===== src/rtl/noc_pkg.sv =====
`default_nettype none

package noc_pkg;

  localparam int NODES = 2;
  localparam int FLIT_W = 32;

  // one tile buffers at most a full packet
  localparam int TILE_MAX_WORDS = 16;

  // reply header: src id on top, word count in the low half, rest zero
  localparam int HDR_SRC_BIT = 31;
  localparam int HDR_LEN_W = 16;

  typedef logic [$clog2(NODES)-1:0] node_id_t;

  typedef struct packed {
    logic [FLIT_W-1:0] data;
    logic              last;
  } noc_beat_t;

endpackage

`default_nettype wire


===== src/rtl/host_pkg.sv =====
`default_nettype none

package host_pkg;

  localparam int HOST_W = 32;
  localparam int EGRESS_DEPTH = 4;

  typedef noc_pkg::node_id_t host_dest_t; // host picks a tile by its id

  typedef struct packed {
    logic [HOST_W-1:0] data;
    logic              last;
  } host_beat_t;

endpackage

`default_nettype wire


===== src/rtl/flit_link.sv =====
`timescale 1ns/1ps
`default_nettype none

interface flit_link
  import noc_pkg::*;
();

  logic [FLIT_W-1:0] flit;
  logic              last;
  logic              valid;
  logic              ready;

  // beat moves on an edge with valid and ready both high
  modport tx (
    output flit, last, valid,
    input  ready
  );

  modport rx (
    input  flit, last, valid,
    output ready
  );

endinterface

`default_nettype wire


===== src/rtl/flit_fifo.sv =====
`timescale 1ns/1ps
`default_nettype none

module flit_fifo #(
  parameter type T = logic,
  parameter int DEPTH = 4
) (
  input  logic clk_i,
  input  logic reset_i,
  input  logic wr_en_i,
  input  T     wr_data_i,
  output logic full_o,
  input  logic rd_en_i,
  output T     rd_data_o,
  output logic empty_o
);

  localparam int AW = (DEPTH > 1) ? $clog2(DEPTH) : 1;
  localparam logic [AW-1:0] LAST_IDX = AW'(DEPTH - 1);
  localparam logic [AW:0] FULL_CNT = (AW + 1)'(DEPTH);

  T              mem [DEPTH];
  logic [AW-1:0] wr_ptr;
  logic [AW-1:0] rd_ptr;
  logic [AW:0]   count;
  logic          do_wr;
  logic          do_rd;

  assign full_o  = (count == FULL_CNT);
  assign empty_o = (count == '0);
  assign do_wr   = wr_en_i && !full_o;
  assign do_rd   = rd_en_i && !empty_o;

  assign rd_data_o = mem[rd_ptr]; // head is visible without a read strobe

  always_ff @(posedge clk_i) begin
    if (do_wr) begin
      mem[wr_ptr] <= wr_data_i;
    end
  end

  always_ff @(posedge clk_i) begin
    if (reset_i) begin
      wr_ptr <= '0;
      rd_ptr <= '0;
      count  <= '0;
    end else begin
      if (do_wr) begin
        wr_ptr <= (wr_ptr == LAST_IDX) ? '0 : wr_ptr + 1'b1;
      end
      if (do_rd) begin
        rd_ptr <= (rd_ptr == LAST_IDX) ? '0 : rd_ptr + 1'b1;
      end
      case ({do_wr, do_rd})
        2'b10:   count <= count + 1'b1;
        2'b01:   count <= count - 1'b1;
        default: count <= count;
      endcase
    end
  end

endmodule

`default_nettype wire


===== src/rtl/host_ingress.sv =====
`timescale 1ns/1ps
`default_nettype none

module host_ingress
  import noc_pkg::*;
  import host_pkg::*;
(
  input  logic              clk_i,
  input  logic              reset_i,
  input  logic              host_req_i,
  output logic              host_ack_o,
  input  logic [HOST_W-1:0] host_data_i,
  input  node_id_t          host_dest_i,
  input  logic              host_last_i,
  flit_link.tx              link0,
  flit_link.tx              link1
);

  logic              ack_q;
  logic [NODES-1:0]  valid_q;
  logic [NODES-1:0]  link_ready;
  logic [HOST_W-1:0] flit_q;
  logic              last_q;
  logic              take;

  assign link_ready = {link1.ready, link0.ready};

  // accept only from a closed handshake and a ready target link
  assign take = host_req_i && !ack_q && link_ready[host_dest_i];

  always_ff @(posedge clk_i) begin
    if (reset_i) begin
      ack_q   <= 1'b0;
      valid_q <= '0;
    end else begin
      valid_q <= valid_q & ~link_ready; // drop valid once the beat is taken
      if (take) begin
        ack_q                <= 1'b1;
        valid_q[host_dest_i] <= 1'b1;
      end else if (ack_q && !host_req_i) begin
        ack_q <= 1'b0;
      end
    end
  end

  always_ff @(posedge clk_i) begin
    if (take) begin
      flit_q <= host_data_i;
      last_q <= host_last_i;
    end
  end

  assign host_ack_o = ack_q;

  // both links see the same payload, valid goes to the target only
  assign link0.flit  = FLIT_W'(flit_q);
  assign link0.last  = last_q;
  assign link0.valid = valid_q[0];
  assign link1.flit  = FLIT_W'(flit_q);
  assign link1.last  = last_q;
  assign link1.valid = valid_q[1];

endmodule

`default_nettype wire


===== src/rtl/compute_tile.sv =====
`timescale 1ns/1ps
`default_nettype none

module compute_tile
  import noc_pkg::*;
#(
  parameter node_id_t TILE_ID = '0
) (
  input  logic clk_i,
  input  logic reset_i,
  flit_link.rx in_link,
  flit_link.tx out_link
);

  typedef enum logic [1:0] {
    S_COLLECT,
    S_HDR,
    S_BODY,
    S_TRAIL
  } state_t;

  state_t                            state_q;
  logic [$clog2(TILE_MAX_WORDS):0]   cnt_q;
  logic [FLIT_W-1:0]                 sum_q;
  logic [FLIT_W-1:0]                 hdr;
  noc_beat_t                         push_beat;
  noc_beat_t                         pop_beat;
  logic                              fifo_full;
  logic                              fifo_empty;
  logic                              push;
  logic                              pop;
  logic                              out_fire;

  assign push_beat.data = in_link.flit;
  assign push_beat.last = in_link.last;

  assign in_link.ready = (state_q == S_COLLECT) && !fifo_full;
  assign push          = in_link.valid && in_link.ready;

  flit_fifo #(
    .T     (noc_beat_t),
    .DEPTH (TILE_MAX_WORDS)
  ) u_fifo (
    .clk_i     (clk_i),
    .reset_i   (reset_i),
    .wr_en_i   (push),
    .wr_data_i (push_beat),
    .full_o    (fifo_full),
    .rd_en_i   (pop),
    .rd_data_o (pop_beat),
    .empty_o   (fifo_empty)
  );

  always_comb begin
    hdr                  = '0;
    hdr[HDR_SRC_BIT]     = TILE_ID;
    hdr[HDR_LEN_W-1:0]   = HDR_LEN_W'(cnt_q);
  end

  always_comb begin
    case (state_q)
      S_HDR:   out_link.flit = hdr;
      S_BODY:  out_link.flit = pop_beat.data;
      default: out_link.flit = sum_q;
    endcase
  end

  assign out_link.valid = (state_q == S_HDR) || (state_q == S_TRAIL) ||
                          (state_q == S_BODY && !fifo_empty);
  assign out_link.last  = (state_q == S_TRAIL);
  assign out_fire       = out_link.valid && out_link.ready;
  assign pop            = out_fire && (state_q == S_BODY);

  always_ff @(posedge clk_i) begin
    if (reset_i) begin
      state_q <= S_COLLECT;
      cnt_q   <= '0;
      sum_q   <= '0;
    end else begin
      case (state_q)
        S_COLLECT: if (push) begin
          cnt_q <= cnt_q + 1'b1;
          sum_q <= sum_q + in_link.flit; // wraps at 32 bits
          if (in_link.last) state_q <= S_HDR;
        end
        S_HDR: if (out_fire) state_q <= S_BODY;
        S_BODY: if (pop && pop_beat.last) state_q <= S_TRAIL;
        S_TRAIL: if (out_fire) begin
          state_q <= S_COLLECT;
          cnt_q   <= '0;
          sum_q   <= '0;
        end
        default: state_q <= S_COLLECT;
      endcase
    end
  end

endmodule

`default_nettype wire


===== src/rtl/noc_merge.sv =====
`timescale 1ns/1ps
`default_nettype none

module noc_merge
  import noc_pkg::*;
  import host_pkg::*;
(
  input  logic              clk_i,
  input  logic              reset_i,
  flit_link.rx              in0,
  flit_link.rx              in1,
  output logic              out_req_o,
  input  logic              out_ack_i,
  output logic [HOST_W-1:0] out_data_o,
  output logic              out_last_o
);

  typedef enum logic [1:0] {
    E_IDLE,
    E_REQ,
    E_CLOSE
  } eg_state_t;

  logic [NODES-1:0]  in_valid;
  logic [NODES-1:0]  in_last;
  logic [NODES-1:0]  in_ready;
  logic [FLIT_W-1:0] in_flit [NODES];

  node_id_t   ptr_q;     // round-robin favourite, or the locked link
  node_id_t   other;
  node_id_t   sel;
  logic       locked_q;
  logic       xfer;
  logic       stage_valid_q;
  host_beat_t stage_q;
  logic       stage_ready;
  logic       fifo_full;
  logic       fifo_empty;
  host_beat_t head;
  logic       pop;
  eg_state_t  eg_q;

  assign in_valid   = {in1.valid, in0.valid};
  assign in_last    = {in1.last, in0.last};
  assign in_flit[0] = in0.flit;
  assign in_flit[1] = in1.flit;
  assign in0.ready  = in_ready[0];
  assign in1.ready  = in_ready[1];

  assign other = ~ptr_q;

  always_comb begin
    if (locked_q) sel = ptr_q;
    else if (!in_valid[ptr_q] && in_valid[other]) sel = other;
    else sel = ptr_q;
  end

  // stage register empties into the FIFO unless it is full
  assign stage_ready = !stage_valid_q || !fifo_full;

  always_comb begin
    in_ready      = '0;
    in_ready[sel] = stage_ready;
  end

  assign xfer = in_valid[sel] && stage_ready;

  always_ff @(posedge clk_i) begin
    if (reset_i) begin
      ptr_q         <= '0;
      locked_q      <= 1'b0;
      stage_valid_q <= 1'b0;
    end else begin
      if (stage_ready) stage_valid_q <= xfer;
      if (xfer) begin
        locked_q <= !in_last[sel];
        ptr_q    <= in_last[sel] ? ~sel : sel; // hand over after last
      end
    end
  end

  always_ff @(posedge clk_i) begin
    if (xfer) begin
      stage_q.data <= HOST_W'(in_flit[sel]);
      stage_q.last <= in_last[sel];
    end
  end

  flit_fifo #(
    .T     (host_beat_t),
    .DEPTH (EGRESS_DEPTH)
  ) u_egress_fifo (
    .clk_i     (clk_i),
    .reset_i   (reset_i),
    .wr_en_i   (stage_valid_q),
    .wr_data_i (stage_q),
    .full_o    (fifo_full),
    .rd_en_i   (pop),
    .rd_data_o (head),
    .empty_o   (fifo_empty)
  );

  // four-phase sender, head word stays put while req is high
  always_ff @(posedge clk_i) begin
    if (reset_i) begin
      eg_q <= E_IDLE;
    end else begin
      case (eg_q)
        E_IDLE:  if (!fifo_empty) eg_q <= E_REQ;
        E_REQ:   if (out_ack_i) eg_q <= E_CLOSE;
        E_CLOSE: if (!out_ack_i) eg_q <= E_IDLE;
        default: eg_q <= E_IDLE;
      endcase
    end
  end

  assign pop        = (eg_q == E_REQ) && out_ack_i;
  assign out_req_o  = (eg_q == E_REQ);
  assign out_data_o = head.data;
  assign out_last_o = head.last;

endmodule

`default_nettype wire


===== src/rtl/mpsoc_lite.sv =====
`timescale 1ns/1ps
`default_nettype none

module mpsoc_lite
  import noc_pkg::*;
  import host_pkg::*;
(
  input  logic              clk_i,
  input  logic              reset_i,

  input  logic              host_req_i,
  output logic              host_ack_o,
  input  logic [HOST_W-1:0] host_data_i,
  input  host_dest_t        host_dest_i,
  input  logic              host_last_i,

  output logic              out_req_o,
  input  logic              out_ack_i,
  output logic [HOST_W-1:0] out_data_o,
  output logic              out_last_o
);

  flit_link in_link0 ();
  flit_link in_link1 ();
  flit_link out_link0 ();
  flit_link out_link1 ();

  host_ingress u_ingress (
    .clk_i       (clk_i),
    .reset_i     (reset_i),
    .host_req_i  (host_req_i),
    .host_ack_o  (host_ack_o),
    .host_data_i (host_data_i),
    .host_dest_i (host_dest_i),
    .host_last_i (host_last_i),
    .link0       (in_link0),
    .link1       (in_link1)
  );

  for (genvar i = 0; i < NODES; i++) begin : gen_tile
    if (i == 0) begin : g_t0
      compute_tile #(
        .TILE_ID (node_id_t'(i))
      ) u_tile (
        .clk_i    (clk_i),
        .reset_i  (reset_i),
        .in_link  (in_link0),
        .out_link (out_link0)
      );
    end else begin : g_t1
      compute_tile #(
        .TILE_ID (node_id_t'(i))
      ) u_tile (
        .clk_i    (clk_i),
        .reset_i  (reset_i),
        .in_link  (in_link1),
        .out_link (out_link1)
      );
    end
  end

  noc_merge u_merge (
    .clk_i      (clk_i),
    .reset_i    (reset_i),
    .in0        (out_link0),
    .in1        (out_link1),
    .out_req_o  (out_req_o),
    .out_ack_i  (out_ack_i),
    .out_data_o (out_data_o),
    .out_last_o (out_last_o)
  );

endmodule

`default_nettype wire


===== config.mk =====
export PLATFORM = sky130hd
export DESIGN_NAME = mpsoc_lite
export DESIGN_NICKNAME = d
export VERILOG_FILES = /design/src/rtl/noc_pkg.sv /design/src/rtl/host_pkg.sv /design/src/rtl/flit_link.sv /design/src/rtl/flit_fifo.sv /design/src/rtl/host_ingress.sv /design/src/rtl/compute_tile.sv /design/src/rtl/noc_merge.sv /design/src/rtl/mpsoc_lite.sv
export SDC_FILE = /design/constraint.sdc
export NUM_CORES = 1
export LEC_CHECK = 0
export BUFFER_PORTS_ARGS = -buffer_cell sky130_fd_sc_hd__buf_2
export CORE_ASPECT_RATIO = 1.2
export CORE_MARGIN = 3
export CORE_UTILIZATION = 40
export CTS_CLUSTER_SIZE = 14
export DETAILED_ROUTE_END_ITERATION = 16
export GPL_ROUTABILITY_DRIVEN = 1
export GPL_TIMING_DRIVEN = 0
export HOLD_SLACK_MARGIN = 0.12
export PLACE_DENSITY = 0.56
export SLEW_MARGIN = 20
export SYNTH_ARGS = -nofsm -noshare
export SYNTH_HDL_FRONTEND = slang
export SYNTH_SLANG_ARGS = --single-unit

===== constraint.sdc =====
create_clock -name clk_i -period 4.2 [get_ports clk_i]
set_clock_uncertainty 0.05 [all_clocks]
set_input_delay 0.63 -clock clk_i [delete_from_list [all_inputs] [get_ports clk_i]]
set_output_delay 0.63 -clock clk_i [all_outputs]
set_load 0.02 [all_outputs]

==> results of run 1 <==
## worst max-delay path, stage by stage, from the launching register on
cell and delay, ns:
dfxtp_1 0.31, clkbuf_1 0.33, buf_2 0.47, buf_2 0.48, mux4_2 0.58, mux4_2 0.55, a221oi_1 0.67, a21oi_1 0.30
## flip-flops by register name, indices dropped and copies added, names as in the netlist, 3 cells and up, named ones only
signal / count
gen_tile.g_t0.u_tile.u_fifo.mem: 528
gen_tile.g_t1.u_tile.u_fifo.count: 5
gen_tile.g_t0.u_tile.cnt_q: 5
gen_tile.g_t1.u_tile.u_fifo.wr_ptr: 4
gen_tile.g_t1.u_tile.sum_q: 32
u_ingress.link0.flit: 32
gen_tile.g_t0.u_tile.u_fifo.wr_ptr: 4
u_merge.u_egress_fifo.count: 3
gen_tile.g_t1.u_tile.u_fifo.mem: 528
gen_tile.g_t0.u_tile.u_fifo.count: 5
u_merge.u_egress_fifo.mem: 132
gen_tile.g_t0.u_tile.u_fifo.rd_ptr: 4
gen_tile.g_t1.u_tile.cnt_q: 5
gen_tile.g_t1.u_tile.u_fifo.rd_ptr: 4
u_merge.stage_q: 33
gen_tile.g_t0.u_tile.sum_q: 32
## layout by cell type, fill, tap and decap left out, types with 11 or more instances in the layout
master and instances:
a21o_1 29, a21oi_1 120, a221oi_1 30, a22o_1 12, a22oi_1 18, a31oi_1 37
buf_12 21, buf_16 32, buf_2 86, buf_4 42, buf_6 18, buf_8 28
bufinv_16 12, clkbuf_1 133, clkbuf_16 144, clkbuf_2 11, clkinv_1 27, clkinv_2 21
dfxtp_1 129, dlygate4sd3_1 36, edfxtp_1 1254, ha_1 94, inv_1 37, mux2i_1 15
mux4_2 363, nand2_1 86, nand2b_1 15, nand3_1 19, nand4_1 14, nor2_1 124
nor2_4 24, nor2b_1 34, nor3_1 40, o211ai_1 11, o21ai_0 52, xnor2_1 34
xor2_1 42
## power breakdown
part	switching (mW)	total (mW)	internal, mW
sequential	0.671	16.9	16.3
combinational	3.68	5.70	2.02
clock	5.14	12.2	7.08
total	9.50	34.9	25.4
## kinds of logic (layout without fill, tap and decap cells)
logic type / Yosys count / after routing / share of synthesized area (%)
flip-flops: 1383 / 1383 / 72.0
AND/OR/NAND/NOR: 420 / 420 / 3.63
AO/OA/AOI/OAI: 390 / 390 / 4.66
multiplexers: 379 / 379 / 14.9
buffers and inverters: 190 / 687 / 1.34
adder cells (fa/ha/maj): 97 / 97 / 2.21
XOR/XNOR: 76 / 76 / 1.19
other: 0 / 2 / 0
## repair_timing
| action | 4_1_cts | 5_1_grt |
|---|---|---|
| hold endpoints to repair | 37 | 0 |
| hold buffers | 36 | 0 |
| setup buffers | 1 | 3 |
| endpoints found under the setup margin | 28 | 18 |
| gates resized for setup | 30 | 15 |
## worst paths after layout
check | start | to | slack [ns]
worst max-delay path | register | u_merge.stage_q[26] | 0.09
worst max register to register | register | u_merge.stage_q[26] | 0.09
worst min register to register | gen_tile[1].g_t1.u_tile.sum_q[0] | gen_tile[1].g_t1.u_tile.sum_q[0] | 0.43
worst min-delay path | gen_tile[1].g_t1.u_tile.sum_q[0] | gen_tile[1].g_t1.u_tile.sum_q[0] | 0.43
## through the flow
stage / util, % / hold WS [ns] / setup WS [ns] / total power [mW]
finish: 47.7 / 0.427 / 0.0927 / 34.9
global placement: 42.3 / 0.399 / -3.09 / 22.4
floorplan: - / 0.390 / 0.110 / 20.5
CTS: 47.6 / 0.406 / 0.0196 / 35.1
detailed placement: 44.0 / 0.415 / -0.539 / 22.8
global route: 47.7 / 0.460 / 0.00458 / 36.3
## layout make-up
type / instances / area, um2 / share of cell area, %
sequential: 1383 / 40200 / 61.1
timing repair buffer: 245 / 2920 / 4.44
clock inverter: 73 / 699 / 1.06
inverter: 39 / 146 / 0.222
tap: 1812 / 2270 / 3.44
clock buffer: 179 / 3760 / 5.72
multi-input combinational: 1362 / 15100 / 23.0
buffer: 151 / 708 / 1.08
antenna: 2 / 5.00 / 0.00760
## per-layer routing
layer,track usage [%],vias up
met4,8.14,2
li1,-,12800
met5,0,-
met3,3.07,250
met2,34.7,1008
met1,26.7,15600
==> summary.md, run 1 <==
| Metric | Value |
|---|---|
| Initial antenna violation count | `8` |
| Starting Density | `about two fifths` |
| Die Area | `around 140000 um2` |
| Share of the synthesized area in the top cell type | `about two thirds` |
| Top FF cell, synth | `edfxtp_1` |
| Drt total wl | `146000 um` |
| Status | `complete, no violations` |
| Drt drc | `0` |
| Crit path kind | `register to register` |
| Crit path arrival time | `4.47 ns` |
| Worst Path Required | `~4.6 ns` |
| Leak Pwr | `21.1 nW` |
| M1 WL | `just under 60000 um` |
| Max Cap Viol | `0` |
| Max transition margin | `~15%` |
| Final setup fails | `0` |
| Max clock buf depth | `3` |
| Row count | `149` |
| Share of cells above drive strength 1 | `between 20% and 30%` |
| Max rail drop VDD | `about 0.31 mV` |
| Fillers | `approximately 11000` |
| Clock Latency Late Sink | `0.76 ns` |
| Yosys warns | `0` |
| Worst-path clk slew | `0.06 ns` |
| Pre-Repair DR Iteration Count | `5` |
| H-tree levels | `4` |
| Post-Layout Cell Count | `around 5200` |
| Count leader, synth | `edfxtp_1` |
| Synth area leader | `edfxtp_1` |
| CTS Buf Count | `~140` |
| Die H | `between 400 and 500 um` |
| GRT Util Overall | `approximately 20%` |
| Wire length on met2 | `between 70000 and 80000 um` |
| Post-Syn Instances | `approximately 2900` |
| Total grt overflow | `0` |
| Fin crit share | `97.8%` |
| Number of flops mapped to enable cells by yosys | `approximately 1300` |
| Syn_nets | `roughly 3100` |
| P&R area growth vs syn | `17.9%` |
| Hold path depth | `2` |
| Initial DRC count | `2674` |
| Mapped cell area | `around 56000 um2` |
| Placer Congestion | `0.886` |
| Distinct cell type count after synthesis | `slightly below 80` |
| # IOs | `73` |
| Launching element type of the critical path | `register` |
| Syn Area/Cell | `19.0 um2` |
| Die X | `347 um` |
| Post-synth top cells | `edfxtp_1 (1254), mux4_2 (363), nor2_1 (148)` |
| Final Hold Fails | `0` |
| Seq cells post-synth | `around 1400` |
| Post-layout min period | `4.11 ns` |
| Root buf cell | `clkbuf_16` |
| CTS tree | `yes` |
| Pins Over Slew Limit | `0` |
| Nature of the critical path endpoint | `register` |
| Achievable Freq | `roughly 240 MHz` |
| Cell Pwr Density | `~530 nW/um2` |
| Nets | `3454` |
| Final Cell Area | `about 66000 um2` |
| Setup_tns | `0 ns` |
| Crit path max fanout | `10` |
| Dpl hpwl | `roughly 100000 um` |
| Wire per inst | `about 28 um` |
| Clock Sinks | `around 1400` |
| Worst Hold Class | `register to register` |
| Share of flip-flops with an asynchronous set or reset | `0%` |
| PortBufs | `about 70` |
| Global-route wire length before repair | `214000 um` |
| Register area share after synthesis | `72.0%` |
| Unrepaired setup endpoints after global routing | `false` |
| Number of global-route vias before repair | `30800` |
| R2R depth | `7` |
| Core area | `between 100000 and 150000 um2` |
| Dpl cells | `around 4900` |
| Largest net degree at the start of global routing | `35` |
| Top sig layer | `met5` |
| Post-route ant nets | `0` |
| Routed wl met3 | `just under 8000 um` |
| Largest cells by area after synthesis | `edfxtp_1 (67%), mux4_2 (15%), dfxtp_1 (4.6%), ha_1 (2.1%), a21oi_1 (1.1%)` |
| Via density per instance | `roughly 5.7` |
| Placed Area | `a little over 60000 um2` |
| Vias | `around 30000` |
| Worst Max-Slew Pin Slew | `about 1.3 ns` |
No activity file was read; power rests on OpenSTA's default activity.
==> run 2: changes to the inputs <==
Settings changed: ABC_AREA from default to 1.
==> summary.md, run 2 <==
| Metric | Value |
|---|---|
| Unrepaired setup endpoints after global routing | `false` |
| Nature of the critical path endpoint | `register` |
| Post-layout min period | `4.32 ns (+0.215 ns)` |
| Mapped cell area | `57200 um2 (+2.5%)` |
| Largest family of logic cells by synthesized area | `compound AO/OA/AOI/OAI gates` |
| Wire per inst | `27.0 um (-3.3%)` |
| Post-CTS setup buffers | `0 (-1)` |
| Top FF cell, synth | `edfxtp_1` |
| # IOs | `73 (unchanged)` |
| Share of cells above drive strength 1 | `9.69% (-16 points)` |
| Largest registers | `gen_tile.g_t0.u_tile.u_fifo.mem: 528 flops, gen_tile.g_t1.u_tile.u_fifo.mem: 528 flops, u_merge.u_egress_fifo.mem: 132 flops` |
| Most frequent cells in the layout | `edfxtp_1 (1254), nor2_1 (708), o21ai_0 (698)` |
| Mux cell area share after synthesis | `0% (-15 points)` |
| Area share of fa/ha/maj cells after synthesis | `2.16% (-0.054 points)` |
| Vias | `40700 (+37%)` |
| Simple-Gate Fraction of Synth Area | `9.35% (+5.7 points)` |
| Max rail drop VDD | `0.466 mV (+51%)` |
| Crit path max-delay family | `buffers and inverters` |
| Final Hold Fails | `0 (unchanged)` |
| Post-route ant nets | `0 (unchanged)` |
| Drt total wl | `190000 um (+30%)` |
| Worst Hold Class | `register to register` |
| Crit path arrival time | `4.67 ns (+0.20 ns)` |
| Row count | `151 (+1.3%)` |
| Via density per instance | `5.79 (+2.4%)` |
| Count leader, synth | `edfxtp_1` |
| Failing checks | `negative setup slack` |
| Cell Pwr Density | `578 nW/um2 (+9.3%)` |
| Clock Sinks | `1383 (unchanged)` |
| Die X | `351 um (+1.2%)` |
| Share of the synthesized area in the top cell type | `65.8% (-1.6 points)` |
| Largest cells by area after synthesis | `edfxtp_1 (66%), o21ai_0 (6.1%), nor2_1 (4.9%), dfxtp_1 (4.5%), o221ai_1 (2.7%)` |
| Clock Latency Late Sink | `0.79 ns (+0.03 ns)` |
| Worst Max-Slew Pin Slew | `1.16 ns (-0.111 ns)` |
| Hold_sp | `u_ingress.valid_q[1]` |
| Distinct cell type count after synthesis | `50 (-36%)` |
| Crit-path max cell delay | `0.89 ns (+0.22 ns)` |
| CTS tree | `yes` |
| WP buf/inv | `3 (unchanged)` |
| Post-synthesis compound-gate area fraction | `14.6% (+9.9 points)` |
| Total grt overflow | `0 (unchanged)` |
| Placer Congestion | `0.939 (+6.0%)` |
| Pins Over Slew Limit | `0 (unchanged)` |
| Worst Slack Setup Final | `-0.123 ns (-0.215 ns)` |
| Most common cell after layout, fill and taps aside | `edfxtp_1` |
| Max clock buf depth | `3 (unchanged)` |
| P&R area growth vs syn | `17.8%` |
| Flop pwr share | `45.0% (-3.6 points)` |
| Net Sw Frac | `32.3% (+5.0 points)` |
| Share of flip-flops with an asynchronous set or reset | `0% (unchanged)` |
| Comb pwr share | `23.6% (+7.2 points)` |
| Seq cells post-synth | `1383 (unchanged)` |
| H-tree levels | `4 (unchanged)` |
| GRT Util Overall | `25.5% (+5.0 points)` |
| Starting Density | `40.4% (about the same)` |
| Root buf cell | `clkbuf_16` |
| Drt drc | `0 (unchanged)` |
| Nets | `5216 (+51%)` |
| Power, Total | `39.0 mW (+12%)` |
| Synth area leader | `edfxtp_1` |
| Slowest-stage cell, CP | `a22oi_1` |
| Core area | `142000 um2 (+2.6%)` |
| Net Sw Power | `12.6 mW (+33%)` |
| Initial antenna violation count | `8 (unchanged)` |
| Final setup fails | `1 (+1)` |
| PortBufs | `71 (unchanged)` |
| Leak Pwr | `22.6 nW (+7.0%)` |
| Number of global-route vias before repair | `38700 (+26%)` |
| Max transition margin | `22.7% (+7.4 points)` |
| Pint | `26.4 mW (+4.1%)` |
| Syn_nets | `4848 (+58%)` |
| Minimum hold slack | `0.428 ns (+0.00104 ns)` |
| Die H | `420 um (+1.2%)` |
| Post-Syn Instances | `4713 (+61%)` |
| Setup_tns | `-0.123 ns (-0.123 ns)` |
| XOR/XNOR Fraction of Synth Area | `0.597% (-0.59 points)` |
| Global-route wire length before repair | `271000 um (+27%)` |
| Number of flops mapped to enable cells by yosys | `1254 (unchanged)` |
| Pre-Repair DR Iteration Count | `5 (unchanged)` |
| Achievable Freq | `231 MHz (-5.0%)` |
| Worst Path Required | `4.55 ns (about the same)` |
| Worst-path clk slew | `0.06 ns (about the same)` |
| Crit-path cells | `buf_2, clkbuf_1, clkbuf_1, nor2_1, o221ai_1, nand3_1, nand2_1, a22oi_1, a22oi_1` |
| CTS Buf Count | `141 (+2.9%)` |
| Max Cap Viol | `0 (unchanged)` |
| Initial DRC count | `5115 (+91%)` |
| Register area share after synthesis | `70.3% (-1.7 points)` |
| Yosys warns | `0 (unchanged)` |
| Die Area | `148000 um2 (+2.4%)` |
| Dpl hpwl | `135000 um (+33%)` |
| Crit path kind | `register to register` |
| Syn Area/Cell | `12.1 um2 (-36%)` |
| Crit path max fanout | `10 (unchanged)` |
| Fin crit share | `103% (+5.1 points)` |
| Reg2Reg Setup Slack | `-0.12 ns (-0.22 ns)` |
| Launching element type of the critical path | `register` |
| Status | `finished with violations` |
| Clk pwr share | `31.5% (-3.6 points)` |
| Post-synth top cells | `edfxtp_1 (1254), nor2_1 (744), o21ai_0 (698)` |
| Largest net degree at the start of global routing | `39 (+11%)` |
## run 2: changes by cell type in the layout (fill, tap and decap cells not counted), moves of 36 or more
cell | previous run | this run
o211ai_1 | 11 | 64
nand2_1 | 86 | 396
a21oi_1 | 120 | 236
o22ai_1 | 3 | 118
clkbuf_1 | 133 | 253
o21ai_0 | 52 | 698
nor2_1 | 124 | 708
o221ai_1 | 1 | 176
nand3_1 | 19 | 135
buf_4 | 42 | 6
mux4_2 | 363 | 0
inv_1 | 37 | 151
## run 2: logic make-up (layout without fill, tap and decap cells)
group | count (synthesis) | after routing
compound gates | 1418 | 1418
buf+inv | 437 | 916
simple gates | 1339 | 1339
other cells | 0 | 5
flops | 1383 | 1383
fa+ha+maj | 97 | 97
xor+xnor | 39 | 39
## run 2: repair_timing
item	in CTS	in global routing
hold endpoints to repair	37	0
resized for setup	0	6
setup endpoints to repair	0	2
hold buffers	36	0
## run 2: worst reg2reg max path, cell delays in order, from the launching register on
cell,delay [ns]
dfxtp_1,0.44
buf_2,0.25
clkbuf_1,0.70
clkbuf_1,0.75
nor2_1,0.13
o221ai_1,0.25
nand3_1,0.12
nand2_1,0.26
a22oi_1,0.12
a22oi_1,0.89
## run 2: power by group through the flow
stage | sequential (mW) | combinational (mW) | clock [mW]
2_1_floorplan | 17.7 | 4.88 | 0
3_3_place_gp | 18.7 | 7.55 | 0
3_5_place_dp | 17.8 | 9.03 | 0
4_1_cts | 17.5 | 9.09 | 12.4
5_1_grt | 17.6 | 9.90 | 13.0
6_report | 17.5 | 9.19 | 12.3
## run 2: area by class of cell
| class | instances | area (um2) |
|---|---|---|
| fillers | 12600 | 74300 |
| flip-flops and latches | 1383 | 40200 |
| multi-input cells | 2893 | 15600 |
| clock buffers | 181 | 3870 |
| repair buffers | 225 | 3160 |
| well taps | 1836 | 2300 |
| plain buffers | 280 | 1130 |
| inverters | 157 | 589 |
| clock inverters | 73 | 558 |
| diodes | 5 | 12.5 |
## run 2: worst paths after layout
| check | to | depth (start not counted) |
|---|---|---|
| worst max-delay path | u_merge.stage_q[26] | 9 |
| worst min-delay path | u_ingress.valid_q[1] | 2 |
| worst max register to register | u_merge.stage_q[26] | 9 |
| worst min register to register | u_ingress.valid_q[1] | 2 |
## run 2: stage by stage
| stage | worst slack (ns) | area, um2 | cells | util [%] |
|---|---|---|---|---|
| CTS | 0.148 | 67400 | 7028 | 47.6 |
| floorplan | 0.494 | 57200 | 4713 | - |
| global placement | -2.07 | 59900 | 6620 | 42.3 |
| finish | -0.123 | 67400 | 7033 | 47.6 |
| global route | 0.0477 | 67400 | 7028 | 47.6 |
| detailed placement | 0.193 | 62600 | 6738 | 44.2 |
## run 2: routing by layer
metal,vias up,share of wire [%],GRT usage (%)
met5,-,0,0
met4,0,3.6,9.10
met3,330,9.0,4.69
met2,2020,47,40.7
met1,20100,41,34.8
li1,18300,-,-
